$ cat src/adcp_defs.svh
`ifndef ADCP_DEFS_SVH
`define ADCP_DEFS_SVH

// capture front end sizing

// adc streams offered to the selector
`define ADCP_N_ADC       8

// bits per i or q component, signed
`define ADCP_IQ_W        16

// gain fraction bits, Q1.14 with sign
`define ADCP_GAIN_FRAC   14

// sample fifo entries ahead of the dfe link
`define ADCP_BUF_DEPTH   16

// dfe receive slots, i.e. credits held after reset
`define ADCP_CREDIT_INIT 8

`endif

$ cat src/adcp_pkg.sv
`include "adcp_defs.svh"

package adcp_pkg;

    // one complex sample as the adc tiles pack it
    // q sits in the upper half, i in the lower half
    typedef struct packed {
        logic signed [`ADCP_IQ_W-1:0] q;
        logic signed [`ADCP_IQ_W-1:0] i;
    } iq_sample_t;

    // stream index, just wide enough for all adc streams
    typedef logic [$clog2(`ADCP_N_ADC)-1:0] adc_sel_t;

    // signed gain, one integer bit plus sign above the fraction
    // 16 bits for Q1.14
    typedef logic signed [`ADCP_GAIN_FRAC+1:0] gain_t;

endpackage

$ cat src/adc_select.sv
`timescale 1ns/1ps

`include "adcp_defs.svh"

module adc_select (
    input  logic                 axis_clk,
    input  logic                 reset,
    input  adcp_pkg::adc_sel_t   adc_sel,
    input  logic [`ADCP_N_ADC-1:0] adc_valid,
    input  adcp_pkg::iq_sample_t adc_data [`ADCP_N_ADC],
    output logic                 sel_valid,
    output adcp_pkg::iq_sample_t sel_data
);

    import adcp_pkg::*;

    // combinational pick of one stream
    logic       mux_valid;
    iq_sample_t mux_data;

    // no ready goes back toward the adcs
    // the adc tiles cannot be stalled, and one adc may feed several chains,
    // so a ready driven here could end up with more than one driver

    always_comb begin
        // stream 0 unless the index matches another stream
        // an out-of-range select therefore lands on stream 0
        mux_valid = adc_valid[0];
        mux_data  = adc_data[0];
        for (int k = 1; k < `ADCP_N_ADC; k++) begin
            if (adc_sel == adc_sel_t'(k)) begin
                mux_valid = adc_valid[k];
                mux_data  = adc_data[k];
            end
        end
    end

    // retime stage for the wide mux
    // valid is control state and clears on reset
    always_ff @(posedge axis_clk) begin
        if (reset) begin
            sel_valid <= 1'b0;
        end else begin
            sel_valid <= mux_valid;
        end
    end

    // payload just follows the mux, {q,i} kept as one word
    always_ff @(posedge axis_clk) begin
        sel_data <= mux_data;
    end

endmodule

$ cat src/adcp_top.sv
`timescale 1ns/1ps

`include "adcp_defs.svh"

module adcp_top (
    input  logic                   axis_clk,
    input  logic                   reset,
    // stream select and complex gain, static in normal use
    input  adcp_pkg::adc_sel_t     adc_sel,
    input  adcp_pkg::gain_t        gain,
    // adc side, no ready
    input  logic [`ADCP_N_ADC-1:0] adc_valid,
    input  adcp_pkg::iq_sample_t   adc_data [`ADCP_N_ADC],
    // dfe side, credit flow control
    input  logic                   dfe_credit,
    output logic                   dfe_valid,
    output adcp_pkg::iq_sample_t   dfe_data,
    output logic [15:0]            overflow_count
);

    import adcp_pkg::*;

    // selector to gain
    logic       sel_valid;
    iq_sample_t sel_data;

    // gain to buffer
    logic       scl_valid;
    iq_sample_t scl_data;

    // one cycle: pick and retime
    adc_select u_adc_select (
        .axis_clk  (axis_clk),
        .reset     (reset),
        .adc_sel   (adc_sel),
        .adc_valid (adc_valid),
        .adc_data  (adc_data),
        .sel_valid (sel_valid),
        .sel_data  (sel_data)
    );

    // two cycles: multiply, then round and clamp
    iq_gain_scale u_iq_gain_scale (
        .axis_clk  (axis_clk),
        .reset     (reset),
        .gain      (gain),
        .sel_valid (sel_valid),
        .sel_data  (sel_data),
        .scl_valid (scl_valid),
        .scl_data  (scl_data)
    );

    // one cycle when empty with credit, otherwise queued
    // a full fifo drops and counts
    credit_tx_buffer u_credit_tx_buffer (
        .axis_clk       (axis_clk),
        .reset          (reset),
        .scl_valid      (scl_valid),
        .scl_data       (scl_data),
        .dfe_credit     (dfe_credit),
        .dfe_valid      (dfe_valid),
        .dfe_data       (dfe_data),
        .overflow_count (overflow_count)
    );

endmodule

$ cat src/credit_tx_buffer.sv
`timescale 1ns/1ps

`include "adcp_defs.svh"

module credit_tx_buffer (
    input  logic                 axis_clk,
    input  logic                 reset,
    input  logic                 scl_valid,
    input  adcp_pkg::iq_sample_t scl_data,
    input  logic                 dfe_credit,
    output logic                 dfe_valid,
    output adcp_pkg::iq_sample_t dfe_data,
    output logic [15:0]          overflow_count
);

    import adcp_pkg::*;

    localparam int DEPTH  = `ADCP_BUF_DEPTH;
    localparam int PTR_W  = $clog2(DEPTH);
    localparam int CNT_W  = $clog2(DEPTH + 1);
    localparam int CRED_W = $clog2(`ADCP_CREDIT_INIT + 1);

    localparam logic [PTR_W-1:0]  LAST_PTR    = PTR_W'(DEPTH - 1);
    localparam logic [CNT_W-1:0]  FULL_LVL    = CNT_W'(DEPTH);
    localparam logic [CRED_W-1:0] CREDIT_INIT = CRED_W'(`ADCP_CREDIT_INIT);

    // sample storage
    iq_sample_t        fifo_mem [DEPTH];
    logic [PTR_W-1:0]  wr_ptr;
    logic [PTR_W-1:0]  rd_ptr;
    logic [CNT_W-1:0]  fill_cnt;

    // credits still held toward the dfe
    logic [CRED_W-1:0] credit_cnt;

    logic fifo_empty;
    logic fifo_full;
    logic credit_ok;
    logic bypass;
    logic wr_en;
    logic rd_en;
    logic send;
    logic drop;

    assign fifo_empty = (fill_cnt == '0);
    assign fifo_full  = (fill_cnt == FULL_LVL);

    // a credit arriving this cycle already counts for this decision
    assign credit_ok  = (credit_cnt != '0) || dfe_credit;

    // empty fifo with credit: sample goes straight to the output register
    // keeps the one cycle latency and cannot reorder anything
    assign bypass = scl_valid && fifo_empty && credit_ok;
    assign rd_en  = !fifo_empty && credit_ok;
    assign send   = bypass || rd_en;

    // everything else queues, or is lost when the fifo is full
    assign wr_en  = scl_valid && !bypass && !fifo_full;
    assign drop   = scl_valid && !bypass && fifo_full;

    // pointers, occupancy
    always_ff @(posedge axis_clk) begin
        if (reset) begin
            wr_ptr   <= '0;
            rd_ptr   <= '0;
            fill_cnt <= '0;
        end else begin
            if (wr_en) begin
                wr_ptr <= (wr_ptr == LAST_PTR) ? '0 : wr_ptr + 1'b1;
            end
            if (rd_en) begin
                rd_ptr <= (rd_ptr == LAST_PTR) ? '0 : rd_ptr + 1'b1;
            end
            case ({wr_en, rd_en})
                2'b10:   fill_cnt <= fill_cnt + 1'b1;
                2'b01:   fill_cnt <= fill_cnt - 1'b1;
                default: fill_cnt <= fill_cnt;
            endcase
        end
    end

    always_ff @(posedge axis_clk) begin
        if (wr_en) begin
            fifo_mem[wr_ptr] <= scl_data;
        end
    end

    // spend one per sample sent, regain one per returned pulse
    // both at once leaves the count alone
    always_ff @(posedge axis_clk) begin
        if (reset) begin
            credit_cnt <= CREDIT_INIT;
        end else begin
            case ({send, dfe_credit})
                2'b10:   credit_cnt <= credit_cnt - 1'b1;
                2'b01:   credit_cnt <= credit_cnt + 1'b1;
                default: credit_cnt <= credit_cnt;
            endcase
        end
    end

    // registered dfe output, one valid cycle per sample
    always_ff @(posedge axis_clk) begin
        if (reset) begin
            dfe_valid <= 1'b0;
        end else begin
            dfe_valid <= send;
        end
    end

    always_ff @(posedge axis_clk) begin
        if (send) begin
            dfe_data <= bypass ? scl_data : fifo_mem[rd_ptr];
        end
    end

    // dropped samples, sticks at all ones
    always_ff @(posedge axis_clk) begin
        if (reset) begin
            overflow_count <= '0;
        end else if (drop && (overflow_count != '1)) begin
            overflow_count <= overflow_count + 1'b1;
        end
    end

endmodule

$ cat src/iq_gain_scale.sv
`timescale 1ns/1ps

`include "adcp_defs.svh"

module iq_gain_scale (
    input  logic                 axis_clk,
    input  logic                 reset,
    input  adcp_pkg::gain_t      gain,
    input  logic                 sel_valid,
    input  adcp_pkg::iq_sample_t sel_data,
    output logic                 scl_valid,
    output adcp_pkg::iq_sample_t scl_data
);

    import adcp_pkg::*;

    localparam int IQ_W   = `ADCP_IQ_W;
    localparam int FRAC   = `ADCP_GAIN_FRAC;
    localparam int PROD_W = 2 * IQ_W;
    // product after the shift, one guard bit for the rounding add
    localparam int SH_W   = PROD_W + 1 - FRAC;

    // half an lsb of the result, in product units
    localparam logic signed [PROD_W:0] HALF_LSB = (PROD_W + 1)'(1 << (FRAC - 1));

    // clamp limits at the shifted width
    localparam logic signed [SH_W-1:0] SAT_MAX =
        {{(SH_W - IQ_W + 1){1'b0}}, {(IQ_W - 1){1'b1}}};
    localparam logic signed [SH_W-1:0] SAT_MIN =
        {{(SH_W - IQ_W + 1){1'b1}}, {(IQ_W - 1){1'b0}}};

    // stage one state
    logic                     s1_valid;
    logic signed [PROD_W-1:0] prod_i;
    logic signed [PROD_W-1:0] prod_q;

    // round half up, drop fraction, clamp to the component range
    function automatic logic signed [IQ_W-1:0] round_sat(
        input logic signed [PROD_W-1:0] prod
    );
        logic signed [PROD_W:0] ext;
        logic signed [PROD_W:0] sum;
        logic signed [SH_W-1:0] shifted;
        ext = prod;
        sum = ext + HALF_LSB;
        // upper bits are the floor of sum / 2^FRAC
        shifted = sum[PROD_W:FRAC];
        if (shifted > SAT_MAX) begin
            return SAT_MAX[IQ_W-1:0];
        end else if (shifted < SAT_MIN) begin
            return SAT_MIN[IQ_W-1:0];
        end
        return shifted[IQ_W-1:0];
    endfunction

    // valid runs alongside the two data stages
    always_ff @(posedge axis_clk) begin
        if (reset) begin
            s1_valid  <= 1'b0;
            scl_valid <= 1'b0;
        end else begin
            s1_valid  <= sel_valid;
            scl_valid <= s1_valid;
        end
    end

    // stage one: full-width products
    // gain sampled in the same cycle as the sample
    always_ff @(posedge axis_clk) begin
        prod_i <= sel_data.i * gain;
        prod_q <= sel_data.q * gain;
    end

    // stage two: rounding and saturation per component
    always_ff @(posedge axis_clk) begin
        scl_data.i <= round_sat(prod_i);
        scl_data.q <= round_sat(prod_q);
    end

endmodule

$ cat config.mk
export PLATFORM = sky130hd
export DESIGN_NAME = adcp_top
export DESIGN_NICKNAME = d
export VERILOG_FILES = /design/src/adcp_pkg.sv /design/src/adc_select.sv /design/src/adcp_top.sv /design/src/credit_tx_buffer.sv /design/src/iq_gain_scale.sv
export VERILOG_INCLUDE_DIRS = /design/src
export SDC_FILE = /design/constraint.sdc
export NUM_CORES = 2
export LEC_CHECK = 0
export BUFFER_PORTS_ARGS = -buffer_cell sky130_fd_sc_hd__buf_2
export CAP_MARGIN = 20
export CORE_MARGIN = 4
export CORE_UTILIZATION = 50
export CTS_BUF_LIST = sky130_fd_sc_hd__clkbuf_4 sky130_fd_sc_hd__clkbuf_8
export CTS_CLUSTER_SIZE = 8
export DETAILED_ROUTE_END_ITERATION = 8
export PLACE_DENSITY = 0.71
export SLEW_MARGIN = 10
export SYNTH_ARGS = -nofsm -noshare
export SYNTH_HDL_FRONTEND = slang
export SYNTH_SLANG_ARGS = --single-unit
$ cat constraint.sdc
create_clock -name axis_clk -period 6 [get_ports axis_clk]
set_input_delay 0 -clock axis_clk [delete_from_list [all_inputs] [get_ports axis_clk]]
set_output_delay 0 -clock axis_clk [all_outputs]
set_load 0.02 [all_outputs]
==> run_results.csv <==
group,metric,value,unit
worst_setup_path,rr_startpoint,"u_adc_select.sel_data[27]",
synth,synth_top_area_share,34.89,%
floorplan,die_y,314.0,um
worst_setup_path,path_cells,"buf_4 > and2_1 > fa_1 > inv_1 > fa_1 > fa_1 > inv_1 > fa_1 > fa_1 > inv_1 > fa_1 > inv_1 > ha_1 > and4_1 > a221oi_4 > o32a_1 > a31oi_2 > or4_1 > nand3_1",
synth,yosysUniqueCellTypes,71,
finish,n_fill_cell,7411,
drt,num_vias,30032,
floorplan,io-pin-count,335,
clock_tree,htreeDepth,3,
worst_setup_path,crit_fanout,11,
job,drv_cap,0,
timing,hold_violations,0,
finish,final_core_util,58.42,%
worst_hold_path,hold_path.class,"in -> reg",
drt,firstDrtPassIters,5,
timing,fmax,171.5,MHz
timing,final.min_clock_period,5829,ps
synth,synth_edf_count,544,
finish,final_nets,5192,
drt,antenna_left,0,
worst_setup_path,r2r-end,"u_iq_gain_scale.prod_q[31]",
global_route,grtUsageTotal,23.48,%
floorplan,die_w,314.0,um
global_route,grt_max_degree,77,
clock_tree,cts_root_buf,"clkbuf_8",
clock_tree,cts_buffer_depth,3,
synth,synth_largest_area_cell,"edfxtp_1",
timing,setup_ws,170.7,ps
timing,tns,0,ps
timing,skew,49.46,ps
synth,syn_area,0.04682,mm^2
place,place_ws,-202.6,ps
global_route,grt_pass1_wl,179.6,mm
worst_setup_path,worst_path_max_delay_cell,"fa_1",
worst_setup_path,reg2reg_setup_slack,170,ps
worst_setup_path,critPathLaunchType,"register",
worst_setup_path,arrival,6490,ps
drt,wl_per_cell,20.50,um
worst_hold_path,min_path_cells,4,
worst_setup_path,cp.required,6660,ps
synth,ys_ff_latch,687,
global_route,use_met1,31.35,%
outcome,status,"complete, no violations",
finish,multi_input_area,0.02487,mm^2
timing,max-slew-margin-rel,25.81,%
synth,ys_async_sr_fraction,0,%
finish,area_growth,15.06,%
drt,drt_iter0_markers,2135,
synth,synth.most_common_cell,"inv_1",
timing,drv_slew,0,
clock_tree,cts_buffers,107,
worst_setup_path,ff2ff_path_depth,19,
finish,post-route-cell-area,0.05388,mm^2
floorplan,row_count,111,
synth,yosys-top-cells-area,"edfxtp_1 (35%), fa_1 (22%), mux4_2 (7.7%)",
finish,drive_gt1_share,22.38,%
synth,avgSynthCellArea,12.53,um^2
worst_hold_path,holdPathEnd,"u_adc_select.sel_data[3]",
timing,finalCritPeriodShare,97.15,%
floorplan,core,0.09222,mm^2
finish,ff_latch_area,0.01924,mm^2
worst_setup_path,crit_path_frequent_cell,"fa_1",
drt,remaining_drc_errors,0,
global_route,busiest_layer,"met2",
worst_setup_path,crit_type,"reg -> reg",
global_route,antenna_found_initial,21,
clock_tree,clk_pin_slew,60,ps
floorplan,initial_utilization,50.77,%
worst_hold_path,hold_start,"adc_data[35]",
place,placed_area,0.05041,mm^2
worst_setup_path,worst_setup_path_end_kind,"register",
worst_setup_path,startpoint,"u_adc_select.sel_data[27]",
drt,totalWireLength,113.8,mm
global_route,met2_usage,39.49,%
global_route,globalRouteOverflowTotal,0,
clock_tree,cts_tree,"done",
synth,synth_top_flop_cell,"edfxtp_1",
clock_tree,clock-sinks,687,
place,portBuffers,334,
synth,ys_seq_area_share,41.00,%
floorplan,die_area,0.09861,mm^2
synth,yosys_warnings,0,
timing,tightest_slew,1113,ps
clock_tree,worstSkewPairLatency,750,ps
place,gp_congestion,0.9381,
place,dpl.hpwl,81.58,mm
global_route,grt_pass1_vias,31944,
synth,yosys-top-cells-count,"inv_1 (616), edfxtp_1 (544), fa_1 (524)",
worst_setup_path,worst-path-buf-inv,5,
global_route,grt_use_met3,4.970,%
drt,routed_via_density,5.411,
timing,setup_viol,0,
synth,synth_cells,3737,
synth,syn_nets,4720,
worst_setup_path,slowest_delay,510,ps
worst_setup_path,path_delay_family,"adder cells",
[registers in the layout (all words and copies together), names as in the netlist, named ones only]
name	cells
u_credit_tx_buffer.rd_ptr	4
u_credit_tx_buffer.wr_ptr	4
u_iq_gain_scale.s1_valid	1
u_credit_tx_buffer.dfe_valid	1
u_credit_tx_buffer.overflow_count	16
u_iq_gain_scale.scl_data	32
u_iq_gain_scale.prod_q	19
u_credit_tx_buffer.fill_cnt	5
u_credit_tx_buffer.credit_cnt	4
u_iq_gain_scale.prod_i	19
u_iq_gain_scale.scl_valid	1
u_credit_tx_buffer.dfe_data	32
u_credit_tx_buffer.fifo_mem	512
u_adc_select.sel_data	32
u_adc_select.sel_valid	1
[repair_timing]
action | 4_1_cts | 5_1_grt
endpoints found under the setup margin | 7 | 18
setup buffers | 0 | 1
hold buffers | 79 | 0
hold endpoints to repair | 73 | 0
gates resized for setup | 9 | 48
pin swaps | 0 | 12
[worst max path at each step]
stage,to,slack [ps],cells after the start
final,u_iq_gain_scale.prod_q[31],170,19
after detailed placement,u_iq_gain_scale.prod_i[30],-200,20
after floorplan,u_iq_gain_scale.prod_i[28],40,19
after global routing,u_iq_gain_scale.prod_i[30],-50,21
after global placement,u_iq_gain_scale.prod_i[30],-60,20
after CTS,u_iq_gain_scale.prod_i[30],10,20
[stage by stage]
step,cells,hold slack [ps]
2_1_floorplan,3737,108.6
3_3_place_gp,5257,203.3
3_5_place_dp,5258,206.2
4_1_cts,5536,18.41
5_1_grt,5549,68.19
6_report,5550,80.81
[layout by cell type, fill, tap and decap left out, drive strengths merged, types with 26 or more instances in the layout]
master,synthesis,layout
inv,616,617
nor2,77,77
nand3,34,34
mux4,160,160
ha,173,173
xor2,47,47
mux2,52,52
a211oi,44,44
fa,524,524
o21ai,141,141
buf,25,458
dlygate4sd3,0,79
a21oi,81,81
dfxtp,143,143
mux2i,26,26
nand2,349,349
xnor2,54,54
edfxtp,544,544
and2,243,243
clkbuf,149,178
[routing by layer]
layer / wire [um] / share of wire (%) / vias to the layer above
li1: - / - / 13520
met1: 47450 / 42 / 15301
met2: 55910 / 49 / 1001
met3: 7865 / 6.9 / 200
met4: 2412 / 2.1 / 10
met5: 152 / 0.13 / -
[worst register-to-register path: stages (launching register included)]
cell and delay, ps:
dfxtp_2 370, buf_4 210, and2_1 190, fa_1 500, inv_1 60, fa_1 470
fa_1 510, inv_1 50, fa_1 490, fa_1 490, inv_1 50, fa_1 470
inv_1 40, ha_1 310, and4_1 230, a221oi_4 340, o32a_1 280, a31oi_2 130
or4_1 490, nand3_1 90
[cell type report]
type,instances,share of cell area (%)
clock inverters,21,0.5249
clock buffers,178,3.792
multi-input cells,2260,46.16
inverters,616,4.292
flip-flops and latches,687,35.71
well taps,1243,2.887
repair buffers,537,6.591
diodes,8,0.03716
[logic make-up after synthesis]
kind of cell	share of synthesized area, %
AND/OR/NAND/NOR	8.963
multiplexers	9.502
adder cells (fa/ha/maj)	27.03
AO/OA/AOI/OAI	5.230
XOR/XNOR	1.889
flip-flops	41.00
buffers and inverters	6.387
Power is not shown: default switching activity piles up to over one toggle a cycle in this logic, so the estimate is an artifact.
